**src/audio_consts.svh**
```systemverilog
`ifndef AUDIO_CONSTS_SVH
`define AUDIO_CONSTS_SVH

//----------------------------------------------------------
// Microphone I2S timing

`define MIC_SCK_HALF   8     // Clk cycles per sck half period
`define MIC_SLOT_BITS  32    // Sck periods per ws half
`define MIC_DATA_BITS  24    // Valid bits from INMP441

//----------------------------------------------------------
// DAC I2S timing

`define OUT_BCLK_HALF  16    // Clk cycles per bclk half period
`define OUT_SLOT_BITS  16    // Bclk periods per lrclk half
`define MCLK_HALF      2     // Clk cycles per mclk half period

//----------------------------------------------------------
// Buffering and board widths

`define FIFO_DEPTH     4     // Entries, power of two
`define W_KEY          2
`define W_SW           2
`define W_LED          8     // Meter LEDs

`endif

```
**src/audio_pkg.sv**
```systemverilog
`default_nettype none

`include "audio_consts.svh"

package audio_pkg;

    //----------------------------------------------------------
    // Data types

    typedef logic signed [`MIC_DATA_BITS - 1:0] mic_word_t;  // Raw mic word
    typedef logic signed [15:0]                 sample_t;    // Processed sample
    typedef logic        [1:0]                  gain_t;      // Gain code from switches
    typedef logic        [`W_LED - 1:0]         led_bar_t;   // Thermometer bar

    // Extra MSB tells full from empty
    typedef logic [$clog2(`FIFO_DEPTH):0] fifo_ptr_t;

    //----------------------------------------------------------
    // State machines

    typedef enum logic [1:0]
    {
        MIC_IDLE,    // Wait for first left slot
        MIC_DELAY,   // One sck of I2S delay
        MIC_SHIFT,   // Data bits, MSB first
        MIC_SKIP     // Padding and right slot
    } mic_state_t;

    typedef enum logic [1:0]
    {
        OUT_LOAD,    // Silent until first frame
        OUT_DELAY,   // Delay bit period of a slot
        OUT_SHIFT    // Sample bits of a slot
    } out_state_t;

endpackage

`default_nettype wire

```
**src/sample_if.sv**
```systemverilog
`default_nettype none

interface sample_if
    import audio_pkg::*;
();

    //----------------------------------------------------------
    // Write side

    logic    push;    // One-cycle strobe
    sample_t wdata;
    logic    full;    // Level

    //----------------------------------------------------------
    // Read side

    logic    pop;     // One-cycle strobe, takes rdata
    sample_t rdata;   // Oldest entry while not empty
    logic    empty;   // Level

    modport producer (output push, output wdata, input full);

    modport buffer
    (
        input  push, wdata, pop,
        output full, empty, rdata
    );

    modport consumer (output pop, input rdata, input empty);

endinterface

`default_nettype wire

```
**src/board_specific_top.sv**
```systemverilog
`default_nettype none

`include "audio_consts.svh"

module board_specific_top
(
    input  wire                  clk,
    input  wire                  rst,

    input  wire  [`W_KEY - 1:0]  key,        // Active low, key[1] reserved
    input  wire  [`W_SW  - 1:0]  sw,         // Gain code
    output wire  [`W_LED - 1:0]  led,        // Level meter

    // INMP441 microphone
    output wire                  mic_lr,
    output wire                  mic_ws,
    output wire                  mic_sck,
    input  wire                  mic_sd,

    // I2S DAC
    output wire                  aud_mclk,
    output wire                  aud_bclk,
    output wire                  aud_lrclk,
    output wire                  aud_sdata
);

    //----------------------------------------------------------
    // Sample path

    sample_if smp_if ();

    mic_capture i_mic_capture
    (
        .clk     ( clk             ),
        .rst     ( rst             ),
        .mic_sd  ( mic_sd          ),
        .mic_sck ( mic_sck         ),
        .mic_ws  ( mic_ws          ),
        .mic_lr  ( mic_lr          ),
        .gain    ( sw              ),
        .mute    ( ~key[0]         ),   // Held key mutes
        .led     ( led             ),
        .smp     ( smp_if.producer )
    );

    sample_fifo i_sample_fifo
    (
        .clk     ( clk             ),
        .rst     ( rst             ),
        .q       ( smp_if.buffer   )
    );

    i2s_audio_out i_audio_out
    (
        .clk       ( clk             ),
        .rst       ( rst             ),
        .aud_mclk  ( aud_mclk        ),
        .aud_bclk  ( aud_bclk        ),
        .aud_lrclk ( aud_lrclk       ),
        .aud_sdata ( aud_sdata       ),
        .smp       ( smp_if.consumer )
    );

endmodule

`default_nettype wire

```
**src/i2s_audio_out.sv**
```systemverilog
`default_nettype none

`include "audio_consts.svh"

module i2s_audio_out
    import audio_pkg::*;
(
    input  wire         clk,
    input  wire         rst,

    output logic        aud_mclk,
    output logic        aud_bclk,
    output logic        aud_lrclk,
    output logic        aud_sdata,

    sample_if.consumer  smp
);

    localparam int mclk_cw = $clog2(`MCLK_HALF);
    localparam int bclk_cw = $clog2(`OUT_BCLK_HALF);
    localparam int slot_cw = $clog2(`OUT_SLOT_BITS);
    localparam int smp_msb = $bits(sample_t) - 1;

    logic [mclk_cw - 1:0] mclk_cnt;
    logic [bclk_cw - 1:0] bclk_cnt;
    logic [slot_cw - 1:0] slot_cnt;     // Bclk periods in current lrclk half
    logic                 bclk_tick;
    logic                 bclk_fall;
    logic                 slot_end;
    logic                 frame_start;
    out_state_t           state;
    sample_t              hold;         // Sample of current frame
    sample_t              shreg;
    sample_t              next_word;

    //----------------------------------------------------------
    // Clock generation

    assign bclk_tick   = (bclk_cnt == bclk_cw'(`OUT_BCLK_HALF - 1));
    assign bclk_fall   = bclk_tick & aud_bclk;
    assign slot_end    = bclk_fall & (slot_cnt == slot_cw'(`OUT_SLOT_BITS - 1));
    assign frame_start = slot_end & aud_lrclk;    // Lrclk about to fall

    always_ff @(posedge clk or posedge rst)
    begin
        if (rst)
        begin
            mclk_cnt  <= '0;
            aud_mclk  <= 1'b0;
            bclk_cnt  <= '0;
            aud_bclk  <= 1'b0;
            slot_cnt  <= '0;
            aud_lrclk <= 1'b0;
        end
        else
        begin
            if (mclk_cnt == mclk_cw'(`MCLK_HALF - 1))
            begin
                mclk_cnt <= '0;
                aud_mclk <= ~aud_mclk;
            end
            else
                mclk_cnt <= mclk_cnt + 1'b1;

            bclk_cnt <= bclk_tick ? '0 : bclk_cnt + 1'b1;
            if (bclk_tick)
                aud_bclk <= ~aud_bclk;
            if (bclk_fall)
                slot_cnt <= slot_end ? '0 : slot_cnt + 1'b1;
            if (slot_end)
                aud_lrclk <= ~aud_lrclk;   // Lrclk moves on falling bclk
        end
    end

    //----------------------------------------------------------
    // Sample fetch

    // Pop takes the head on the same edge that loads it
    assign smp.pop   = frame_start & ~smp.empty;
    assign next_word = aud_lrclk ? (smp.empty ? sample_t'(0) : smp.rdata)  // Zero on underrun
                                 : hold;                                    // Right repeats left

    always_ff @(posedge clk)
    begin
        if (bclk_fall)
        begin
            if (slot_end)
                shreg <= next_word;
            else
                shreg <= shreg << 1;
        end
        if (frame_start)
            hold <= next_word;
    end

    //----------------------------------------------------------
    // Serializer

    always_ff @(posedge clk or posedge rst)
    begin
        if (rst)
        begin
            state     <= OUT_LOAD;
            aud_sdata <= 1'b0;
        end
        else if (bclk_fall)
        begin
            case (state)
                OUT_LOAD:
                    if (frame_start)
                        state <= OUT_DELAY;
                OUT_DELAY:
                    state <= OUT_SHIFT;       // MSB goes out now
                OUT_SHIFT:
                    if (slot_end)
                        state <= OUT_DELAY;   // LSB lands in next delay bit
                default:
                    state <= OUT_LOAD;
            endcase
            if (state != OUT_LOAD)
                aud_sdata <= shreg[smp_msb];
        end
    end

    // DAC samples on rising bclk so data must settle while bclk is low
    a_sdata_bclk_low: assert property (@(posedge clk) disable iff (rst)
        $changed(aud_sdata) |-> !aud_bclk)
        else $error("aud_sdata changed while bclk high");

endmodule

`default_nettype wire

```
**src/mic_capture.sv**
```systemverilog
`default_nettype none

`include "audio_consts.svh"

module mic_capture
    import audio_pkg::*;
(
    input  wire               clk,
    input  wire               rst,

    input  wire               mic_sd,
    output logic              mic_sck,
    output logic              mic_ws,
    output logic              mic_lr,

    input  wire gain_t        gain,
    input  wire               mute,
    output led_bar_t          led,

    sample_if.producer        smp
);

    localparam int sck_cw     = $clog2(`MIC_SCK_HALF);
    localparam int slot_cw    = $clog2(`MIC_SLOT_BITS);
    localparam int data_cw    = $clog2(`MIC_DATA_BITS);
    localparam int mic_msb    = $bits(mic_word_t) - 1;
    localparam int smp_msb    = $bits(sample_t) - 1;
    localparam int sat_shift  = $bits(mic_word_t) - $bits(sample_t);  // Shift at gain 0
    localparam int meter_base = 7;                                    // LED 0 at 2^7

    logic [sck_cw  - 1:0] sck_cnt;
    logic [slot_cw - 1:0] slot_cnt;   // Sck periods in current ws half
    logic [data_cw - 1:0] bit_cnt;    // Bits shifted in so far
    logic                 sck_tick;
    logic                 sck_rise;
    logic                 sck_fall;
    logic                 slot_end;
    logic                 ws_q;
    logic                 ws_rise;
    logic                 frame_done;
    mic_state_t           state;
    mic_word_t            shreg;
    mic_word_t            scaled;
    sample_t              sample;
    logic [smp_msb:0]     mag;        // Unsigned magnitude
    led_bar_t             meter;

    assign mic_lr = 1'b0;             // Selects left channel

    //----------------------------------------------------------
    // Sck and ws generation

    assign sck_tick = (sck_cnt == sck_cw'(`MIC_SCK_HALF - 1));
    assign sck_rise = sck_tick & ~mic_sck;
    assign sck_fall = sck_tick &  mic_sck;
    assign slot_end = sck_fall & (slot_cnt == slot_cw'(`MIC_SLOT_BITS - 1));
    assign ws_rise  = mic_ws & ~ws_q;   // Left slot just ended

    always_ff @(posedge clk or posedge rst)
    begin
        if (rst)
        begin
            sck_cnt  <= '0;
            mic_sck  <= 1'b0;
            slot_cnt <= '0;
            mic_ws   <= 1'b0;
            ws_q     <= 1'b0;
        end
        else
        begin
            sck_cnt <= sck_tick ? '0 : sck_cnt + 1'b1;
            if (sck_tick)
                mic_sck <= ~mic_sck;
            if (sck_fall)
                slot_cnt <= slot_end ? '0 : slot_cnt + 1'b1;
            if (slot_end)
                mic_ws <= ~mic_ws;            // Ws moves on falling sck
            ws_q <= mic_ws;
        end
    end

    //----------------------------------------------------------
    // Left slot capture

    always_ff @(posedge clk or posedge rst)
    begin
        if (rst)
        begin
            state   <= MIC_IDLE;
            bit_cnt <= '0;
        end
        else
        begin
            case (state)
                MIC_IDLE, MIC_SKIP:
                    if (slot_end && mic_ws)
                        state <= MIC_DELAY;   // Ws about to fall
                MIC_DELAY:
                    if (sck_rise)
                    begin
                        state   <= MIC_SHIFT;
                        bit_cnt <= '0;
                    end
                MIC_SHIFT:
                    if (sck_rise)
                    begin
                        bit_cnt <= bit_cnt + 1'b1;
                        if (bit_cnt == data_cw'(`MIC_DATA_BITS - 1))
                            state <= MIC_SKIP;  // LSB taken
                    end
                default:
                    state <= MIC_IDLE;
            endcase
        end
    end

    always_ff @(posedge clk)
    begin
        if (state == MIC_SHIFT && sck_rise)
            shreg <= {shreg[mic_msb - 1:0], mic_sd};   // MSB first
    end

    //----------------------------------------------------------
    // Gain, saturation, mute and meter

    always_comb
    begin
        scaled = shreg >>> (sat_shift - gain);
        if (&scaled[mic_msb:smp_msb] || ~|scaled[mic_msb:smp_msb])
            sample = sample_t'(scaled);                           // Fits
        else
            sample = {scaled[mic_msb], {smp_msb{~scaled[mic_msb]}}};  // Clip to rail
        if (mute)
            sample = '0;

        mag = sample[smp_msb] ? (smp_msb + 1)'(-sample) : (smp_msb + 1)'(sample);
        for (int i = 0; i < `W_LED; i++)
            meter[i] = |(mag >> (meter_base + i));  // At least 2^(7+i)
    end

    //----------------------------------------------------------
    // Push and LED update

    assign frame_done = ws_rise & (state == MIC_SKIP);  // No push before first full word

    always_ff @(posedge clk or posedge rst)
    begin
        if (rst)
        begin
            smp.push <= 1'b0;
            led      <= '0;
        end
        else
        begin
            smp.push <= frame_done;
            if (frame_done)
                led <= meter;
        end
    end

    always_ff @(posedge clk)
    begin
        if (frame_done)
            smp.wdata <= sample;
    end

    // Frame rates are equal so the FIFO must never be full here
    a_push_not_full: assert property (@(posedge clk) disable iff (rst)
        smp.push |-> !smp.full)
        else $error("mic_capture pushed into a full FIFO");

endmodule

`default_nettype wire

```
**src/sample_fifo.sv**
```systemverilog
`default_nettype none

`include "audio_consts.svh"

module sample_fifo
    import audio_pkg::*;
(
    input  wire       clk,
    input  wire       rst,

    sample_if.buffer  q
);

    localparam int aw = $clog2(`FIFO_DEPTH);   // Address width

    sample_t   mem [`FIFO_DEPTH];
    fifo_ptr_t wr_ptr;
    fifo_ptr_t rd_ptr;
    logic      do_push;
    logic      do_pop;

    //----------------------------------------------------------
    // Status

    assign q.empty = (wr_ptr == rd_ptr);
    assign q.full  = (wr_ptr[aw] != rd_ptr[aw])
                   && (wr_ptr[aw - 1:0] == rd_ptr[aw - 1:0]);  // Wrapped once

    assign do_push = q.push & ~q.full;     // Push while full is dropped
    assign do_pop  = q.pop  & ~q.empty;

    // Head of queue, valid while not empty
    assign q.rdata = mem[rd_ptr[aw - 1:0]];

    //----------------------------------------------------------
    // Pointers

    always_ff @(posedge clk or posedge rst)
    begin
        if (rst)
        begin
            wr_ptr <= '0;
            rd_ptr <= '0;
        end
        else
        begin
            if (do_push)
                wr_ptr <= wr_ptr + 1'b1;
            if (do_pop)
                rd_ptr <= rd_ptr + 1'b1;
        end
    end

    //----------------------------------------------------------
    // Storage

    always_ff @(posedge clk)
    begin
        if (do_push)
            mem[wr_ptr[aw - 1:0]] <= q.wdata;
    end

    // Consumer only pops on a non-empty queue
    a_no_pop_empty: assert property (@(posedge clk) disable iff (rst)
        q.pop |-> !q.empty)
        else $error("sample_fifo popped while empty");

    a_no_push_full: assert property (@(posedge clk) disable iff (rst)
        q.push |-> !q.full)
        else $error("sample_fifo pushed while full");

endmodule

`default_nettype wire

```
**config.mk**
```make
export PLATFORM = sky130hd
export DESIGN_NAME = board_specific_top
export DESIGN_NICKNAME = d
export VERILOG_FILES = /design/src/audio_pkg.sv /design/src/sample_if.sv /design/src/board_specific_top.sv /design/src/i2s_audio_out.sv /design/src/mic_capture.sv /design/src/sample_fifo.sv
export VERILOG_INCLUDE_DIRS = /design/src
export SDC_FILE = /design/constraint.sdc
export NUM_CORES = 1
export LEC_CHECK = 0
export BUFFER_PORTS_ARGS = -buffer_cell sky130_fd_sc_hd__buf_2
export CAP_MARGIN = 20
export CORE_AREA = 2 2 137 173
export CTS_CLUSTER_DIAMETER = 200
export DETAILED_ROUTE_END_ITERATION = 10
export DIE_AREA = 0 0 139 175
export SLEW_MARGIN = 20
export SYNTH_ARGS = -nofsm -noshare
export SYNTH_HDL_FRONTEND = slang
export SYNTH_HIERARCHICAL = 1
export SYNTH_SLANG_ARGS = --single-unit
```
**constraint.sdc**
```tcl
create_clock -name clk -period 7.7 [get_ports clk]
set_input_delay 1.54 -clock clk [delete_from_list [all_inputs] [get_ports clk]]
set_output_delay 1.54 -clock clk [all_outputs]
set_load 0.005 [all_outputs]
```
-- Word level (Yosys, flattened, before mapping)
Memories as Yosys holds them, arrays and structs flattened.
Cells that the tools add are included.
- add/sub/neg operators: 10
- equality and inequality tests: 19
- shift operators: 1
- muxes and demuxes: 24
- bitwise logic cells: 20
- reduce and logical (&&, ||, !) cells: 24
- operators with widths (cell ; number):
    $mux W16 ; 6
    $sshr A24 B32 Y24 ; 1
    $reduce_or A9 Y1 ; 2
    $neg A16 Y16 ; 1
    $mux W5 ; 3
    $mux W2 ; 6
    $ne A2 B1 Y1 const B ; 6
    $pmux W2 S3 ; 2
    $and A1 B1 Y1 ; 11
    $add A5 B1 Y5 const B ; 2
    $eq A5 B5 Y1 const B ; 2
    $pmux W5 S2 ; 1
    $add A3 B1 Y3 const B ; 3
    $not A1 Y1 ; 9
    $reduce_and A9 Y1 ; 1
    $add A4 B1 Y4 const B ; 2
    $eq A4 B4 Y1 const B ; 2
    $mux W4 ; 2
    $reduce_or A8 Y1 ; 1
    $reduce_or A7 Y1 ; 1
    $eq A2 B2 Y1 const B ; 3
    $reduce_and A3 Y1 ; 2
    $reduce_or A6 Y1 ; 1
    $reduce_or A5 Y1 ; 1
    19 further kinds ; 27
- register bits: 120
- bits in writable memories: 64
- input bits: 7
- output and inout port bits: 15
- logic and storage cells: 123
- memories: 1
- memory list (name ; depth ; width ; rd ports ; clocked after memory_dff ; write ports ; line ; RTL):
    i_sample_fifo.mem ; 4 ; 16 ; 1 ; 0 ; 1 ; sample_fifo.sv:16 ; sample_t mem [`FIFO_DEPTH];

-- Longest topological paths before layout
Gate-level depths: netlist (run 1).
- depth after elaboration: 10
- gate-level depth with buffers: 15
- mapped depth without buffers: 10

-- Cells and area by module
Netlist (run 1), hierarchy kept.
- modules (own cells, without submodules) (module ; instances ; cells each ; area each (µm²) ; sequential area each (µm²)):
    mic_capture ; 1 ; 358 ; 4090.2 ; 1876.8
    sample_fifo ; 1 ; 133 ; 2827.7 ; 2072.0
    i2s_audio_out ; 1 ; 131 ; 2020.7 ; 1336.3
    board_specific_top ; 1 ; 1 ; 3.8 ; 0.0

-- Least setup slack after synthesis (run 1)
Ideal clock, no wire load.
- kind: input to register
- start: input sw[0]
- end: register i_mic_capture.led[2]
- setup time: 137 ps
- arrival time: 4756 ps
- data required time: 7563 ps
- path slack: 2808 ps
- stages: 14
- path buffers: 4
- path through: buf_2 inv_1 clkbuf_1 ha_1 buf_4 buf_4 mux4_2 mux2_2 mux2i_1 nand4b_1 or4b_1 a211o_1 a21oi_1 a21oi_1
- cells in the longest elaborated chain, start to end: 10
- elaborated cells on any way between the ends: 12
- classes of those cells: 2 x add/sub; 1 x shift; 3 x mux; 1 x bitwise; 5 x reduce/logical
- RTL lines (element ; line ; RTL):
    start, declared ; board_specific_top.sv:11 ; input wire [`W_SW - 1:0] sw,
    $sub A4 B2 Y5 * ; mic_capture.sv:128 ; scaled = shreg >>> (sat_shift - gain);
    $sshr A24 B32 Y24 * ; mic_capture.sv:128 ;
    $reduce_or A9 Y1 ; mic_capture.sv:129 ; if (&scaled[mic_msb:smp_msb] || ~|scaled[mic_msb:smp_msb])
    $logic_not A1 Y1 ; mic_capture.sv:129 ;
    $logic_or A1 B1 Y1 ; mic_capture.sv:129 ;
    $mux W16 * ; mic_capture.sv:129 ;
    $mux W16 * ; mic_capture.sv:133 ; if (mute)
    $neg A16 Y16 ; mic_capture.sv:136 ; mag = sample[smp_msb] ? (smp_msb + 1)'(-sample) : (smp_msb + 1)'(sample);
    $mux W16 * ; mic_capture.sv:136 ;
    $reduce_or A7 Y1 * ; mic_capture.sv:138 ; meter[i] = |(mag >> (meter_base + i));
    end signal, assigned ; mic_capture.sv:157 ; led <= meter;
    end, declared ; mic_capture.sv:18 ; output led_bar_t led,
Every way passes the cells marked *; elsewhere a longest branch is shown, timed or not.
A chain may end at the register's enable or synchronous reset.

-- Final worst setup path (run 1)
- start: input sw[0]
- end: register i_mic_capture.led[1]
- cells in the longest elaborated chain, start to end: 10
- elaborated cells on any way between the ends: 12
- classes of those cells: 2 x add/sub; 1 x shift; 3 x mux; 1 x bitwise; 5 x reduce/logical
- RTL lines (element ; line):
    $sub A4 B2 Y5 * ; mic_capture.sv:128
    $sshr A24 B32 Y24 * ; mic_capture.sv:128
    $reduce_or A9 Y1 ; mic_capture.sv:129
    $logic_not A1 Y1 ; mic_capture.sv:129
    $logic_or A1 B1 Y1 ; mic_capture.sv:129
    $mux W16 * ; mic_capture.sv:129
    $mux W16 * ; mic_capture.sv:133
    $neg A16 Y16 ; mic_capture.sv:136
    $mux W16 * ; mic_capture.sv:136
    $reduce_or A8 Y1 * ; mic_capture.sv:138
Marks and branches as above.

==> results of run 1 <==
-- flip-flops by register name, indices dropped and copies added, names as in the netlist, 3 cells and up --
register,cells
i_audio_out/shreg,16
i_audio_out/hold,16
i_mic_capture/shreg,24
i_mic_capture/led,8
i_mic_capture/slot_cnt,5
i_sample_fifo/rd_ptr,3
i_mic_capture/bit_cnt,5
i_sample_fifo/wr_ptr,3
i_audio_out/slot_cnt,4
i_audio_out/bclk_cnt,4
i_mic_capture/smp.wdata,16
i_sample_fifo/mem,64
i_mic_capture/sck_cnt,3
-- through the flow --
stage | utilization, % | instance area, um^2 | hold slack, ns
global placement | 40.9 | 9270 | 0.402
CTS | 43.4 | 9840 | 0.432
global route | 43.4 | 9840 | 0.444
finish | 43.4 | 9840 | 0.428
floorplan | - | 8940 | 0.400
detailed placement | 40.9 | 9270 | 0.414
-- cell type report --
type                       instances  area [um^2]
clock buffer                      19          464
clock inverter                    13          108
fill                            2077        12800
inverter                          23         86.3
multi-input combinational        388         3400
sequential                       184         5290
tap                              288          360
timing repair buffer              25          140
-- per-layer routing --
layer / routed length, um / GRT usage (%)
met5: 13 / 0
met4: 323 / 6.02
met3: 436 / 2.80
met1: 7220 / 17.2
met2: 8300 / 23.9
-- worst max-delay path: stages --
cell,delay [ns]
buf_2,0.52
inv_1,0.44
ha_1,1.07
mux4_2,0.68
o21ai_0,0.50
a21oi_1,0.23
or4b_1,0.61
a211o_1,0.33
nand2_1,0.13
a31oi_1,0.11
-- power by group --
group	switching, W	internal [W]	total (W)
Clock	0.000383	0.000449	0.000832
Combinational	0.0000610	0.0000410	0.000102
Sequential	0.00000112	0.00106	0.00106
Total	0.000445	0.00155	0.00199
-- how the worst max path moves through the flow --
stage / cells after the start / slack [ns] / endpoint
global route: 11 / 1.38 / i_mic_capture/led[0]
floorplan: 14 / 2.81 / i_mic_capture/led[2]
finish: 10 / 1.80 / i_mic_capture/led[1]
global placement: 12 / 1.49 / i_mic_capture/led[2]
detailed placement: 12 / 1.36 / i_mic_capture/led[0]
CTS: 12 / 1.83 / i_mic_capture/led[0]
==> impl_metrics.csv, run 1 <==
group,metric,value,unit
sta,min_period_over_period,76.7,%
clocking,clock_path_buffers,2,
drt,vias,5216,
placed_design,hpwl,11100,um
sta,finClkSkew,0.0157,ns
clocking,ctsResizeCount,0,
global_route,antenna_found_initial,1,
sta,relSlewSlack,33.7,%
clocking,postCtsSetupBuffers,0,
floorplanning,rows,62,
synth,synth_nets,647,
drt,drc_errors,0,
sta,hold_viol,0,
sta,fin_crit,5.90,ns
global_route,gr-usage-all-layers,13.9,%
drt,drt-initial-drc-count,419,
worst_setup_path,crit_start,"sw[0]",
synth,syn_area,0.00894,mm^2
sta,rsz0062_at_grt,"no",
placed_design,dp_slack,1.36,ns
drt,wirelength,16300,um
global_route,grt_pass1_wl,27300,um
global_route,grt_max_degree,31,
floorplanning,ioPinCount,22,
synth,synth.avg_cell_area,14.4,um^2
worst_setup_path,start_kind,"primary input",
placed_design,place_inst,908,
floorplanning,die_h,175,um
clocking,clkTransAtPathRegs,0.07,ns
clocking,insertion_delay,0.43,ns
layout,antenna_cells,0,
worst_hold_path,hold_path_startpoint,"i_mic_capture/shreg[3]",
worst_hold_path,hold_depth,0,
drt,firstDrtPassIters,4,
layout,layout_commonest_cell,"edfxtp_1",
power,p_total,0.00199,W
floorplanning,core_area,0.0227,mm^2
drt,vias_per_cell,5.55,
layout,syn_to_final_growth,10.1,%
drt,wl_per_cell,17.3,um
floorplanning,initial_core_util,39.5,%
layout,final_cells,940,
job,max_cap_viol_count,0,
power,p_per_area,202,mW/mm^2
global_route,grt-ovfl-total,0,
worst_setup_path,crit_path_end_kind,"register",
clocking,numClockSinks,184,
clocking,cts_tree,"done",
worst_setup_path,cp_data_required_time,7.98,ns
worst_setup_path,r2r-start,"i_mic_capture/shreg[22]",
placed_design,place.gp.congestion,0.850,
power,peakVddDrop,159,uV
layout,layout_common_cells,"edfxtp_1, dfrtp_1, nand2_1",
worst_hold_path,holdCritPathClass,"register to register",
sta,slew_violations,0,
worst_setup_path,worstPathArrival,6.19,ns
clocking,ctsHtreeMaxLevel,4,
worst_setup_path,reg2reg_depth,8,
status,status,"finished, final reports clean",
worst_setup_path,timing.rr.end,"i_mic_capture/led[1]",
worst_setup_path,regToRegSetupSlack,4.38,ns
worst_setup_path,path_class,"primary input to register",
global_route,grt_pass1_vias,5343,
clocking,cts_hold_buf,0,
sta,tightest_slew,0.993,ns
power,total_leakage_power,3.57,nW
floorplanning,die_w,139,um
floorplanning,dieArea,0.0243,mm^2
sta,worst_slack,1.80,ns
placed_design,port_buffers,19,
sta,setup_violations,0,
clocking,cts_buffers,17,
sta,tns,0,ns
layout,layout.nets,664,
drt,ant_nets,0,
clocking,clockRootBuffer,"clkbuf_16",
layout,drive_gt1_share,20.2,%
synth,netlist_instances,622,
sta,fmax,169,MHz
worst_setup_path,path_max_fanout,30,
synth,ys_warn_count,6,
worst_hold_path,holdPathEnd,"i_mic_capture/shreg[4]",
No activity file was read; power rests on OpenSTA's default activity.
==> run 2: changes to the inputs <==
==> constraint.sdc (replaced) <==
create_clock -name clk -period 5.9 [get_ports clk]
set_input_delay 1.18 -clock clk [delete_from_list [all_inputs] [get_ports clk]]
set_output_delay 1.18 -clock clk [all_outputs]
set_load 0.005 [all_outputs]
==> run 2 against run 1 <==
Net effect: via count fell by 0.13%; sequential share of layout area fell by 0.12 points; setup slack got worse by 0.32 ns; final cell count rose by 0.43%; global-route usage fell by 0.17 points; register-to-register slack got worse by 1.7 ns; clock skew fell by 0.0027 ns; wire length rose by 0.43%; utilization rose by 0.10 points.
==> impl_metrics.csv, run 2 (synthesized netlist as in run 1, its figures left out) <==
group,metric,value,unit
power,p_clk_share,41.5,%
worst_setup_path,path_cells,"buf_2 -> inv_1 -> ha_1 -> buf_4 -> mux4_1 -> mux2_2 -> mux2i_1 -> nand4b_1 -> or4b_1 -> a211o_1 -> nand2_1 -> a31oi_1",
floorplanning,die_w,139,um
global_route,grt-ovfl-total,0,
worst_setup_path,path_max_fanout,17,
worst_setup_path,start_kind,"primary input",
placed_design,place.gp.congestion,0.871,
sta,min_period_over_period,75.0,%
power,swShare,21.6,%
layout,layout.nets,668,
power,total_leakage_power,3.59,nW
worst_setup_path,cpMaxStageDelayCell,"ha_1",
floorplanning,ioPinCount,22,
global_route,grt_pass1_wl,27000,um
sta,hold_viol,0,
sta,fmax,226,MHz
power,peakVddDrop,203,uV
power,p_int,0.00203,W
drt,drc_errors,0,
worst_setup_path,crit_path_end_kind,"register",
clocking,clkTransAtPathRegs,0.07,ns
worst_setup_path,path_class,"primary input to register",
layout,largest_reg_flops,64,
worst_setup_path,max_stage_delay,0.74,ns
drt,ant_nets,0,
power,power_frac_seq,53.3,%
worst_hold_path,hold_depth,0,
clocking,numClockSinks,184,
global_route,gr-usage-all-layers,13.8,%
clocking,postCtsSetupBuffers,0,
drt,vias_per_cell,5.52,
sta,fin_crit,4.43,ns
clocking,clock_path_buffers,2,
power,p_sw,0.000561,W
sta,relSlewSlack,33.5,%
clocking,cts_hold_buf,0,
floorplanning,rows,62,
floorplanning,initial_core_util,39.5,%
clocking,insertion_delay,0.43,ns
placed_design,port_buffers,19,
sta,setup_violations,0,
worst_hold_path,holdCritPathClass,"register to register",
clocking,cts_buffers,17,
worst_setup_path,cp_data_required_time,6.18,ns
sta,tns,0,ns
global_route,antenna_found_initial,0,
clocking,ctsResizeCount,0,
sta,finClkSkew,0.0130,ns
floorplanning,die_h,175,um
placed_design,hpwl,11200,um
sta,holdWs,0.421,ns
layout,syn_to_final_growth,10.3,%
worst_setup_path,reg2reg_depth,8,
layout,antenna_cells,0,
worst_setup_path,worstPathArrival,4.71,ns
job,max_cap_viol_count,0,
sta,tightest_slew,0.998,ns
power,p_per_area,263,mW/mm^2
drt,firstDrtPassIters,4,
global_route,grt_max_degree,30,
floorplanning,core_area,0.0227,mm^2
clocking,cts_tree,"done",
global_route,grt_pass1_vias,5417,
floorplanning,dieArea,0.0243,mm^2
clocking,clockRootBuffer,"clkbuf_16",
layout,drive_gt1_share,20.6,%
layout,layout_common_cells,"edfxtp_1, dfrtp_1, nand2_1",
status,status,"finished, final reports clean",
sta,rsz0062_at_grt,"no",
drt,drt-initial-drc-count,332,
drt,wirelength,16400,um
drt,vias,5209,
sta,slew_violations,0,
layout,layout_commonest_cell,"edfxtp_1",
drt,wl_per_cell,17.3,um
clocking,ctsHtreeMaxLevel,4,
power,power_frac_comb,5.2,%
-- run 2: per-layer routing --
layer	routed length (um)	share of wire [%]	track usage, %
met2	8610	53	24.7
met5	0	0	0
met1	7070	43	16.5
met4	248	1.5	4.55
met3	439	2.7	2.90
-- run 2: path summary, 6_finish.rpt --
path	from	to	slack [ns]
setup / recovery	sw[0]	i_mic_capture/led[0]	1.47
hold / removal	i_mic_capture/shreg[0]	i_mic_capture/shreg[1]	0.42
setup reg to reg	i_mic_capture/shreg[15]	i_mic_capture/led[0]	2.67
hold reg to reg	i_mic_capture/shreg[0]	i_mic_capture/shreg[1]	0.42
max in group asynchronous	rst	i_audio_out/state[0]	4.67
min in group asynchronous	rst	i_sample_fifo/wr_ptr[1]	0.70
-- run 2: layout make-up --
cell class                 count  area, um^2
multi-input combinational    388        3400
tap                          288         360
inverter                      23        86.3
fill                        2047       12800
timing repair buffer          29         170
sequential                   184        5290
clock buffer                  21         483
clock inverter                11        81.3
-- run 2: critical path, delay by kind of cell --
family | cells | cell delay [ns]
AOI/OAI and AO/OA | 2 | 0.45
and+or+nand+nor | 3 | 1.00
muxes | 3 | 0.86
buffers and inverters | 3 | 0.48
adders and majority gates | 1 | 0.74
-- run 2: stage by stage --
stage | power, W | area (um^2) | setup slack (ns) | cells | util [%]
after global placement | 0.00154 | 9300 | 1.11 | 912 | 41.0
final | 0.00259 | 9860 | 1.47 | 944 | 43.5
after global routing | 0.00268 | 9860 | 1.24 | 944 | 43.5
after floorplan | 0.00151 | 8940 | 1.37 | 622 | -
after detailed placement | 0.00154 | 9300 | 1.05 | 912 | 41.0
after CTS | 0.00262 | 9860 | 1.50 | 944 | 43.5
-- run 2: power groups by stage --
| stage | sequential (W) | clock, W | combinational [W] |
|---|---|---|---|
| 6_report | 0.00138 | 0.00107 | 0.000135 |
| 5_1_grt | 0.00138 | 0.00116 | 0.000148 |
| 4_1_cts | 0.00138 | 0.00110 | 0.000135 |
| 3_5_place_dp | 0.00141 | 0 | 0.000135 |
| 3_3_place_gp | 0.00141 | 0 | 0.000132 |
| 2_1_floorplan | 0.00141 | 0 | 0.000104 |
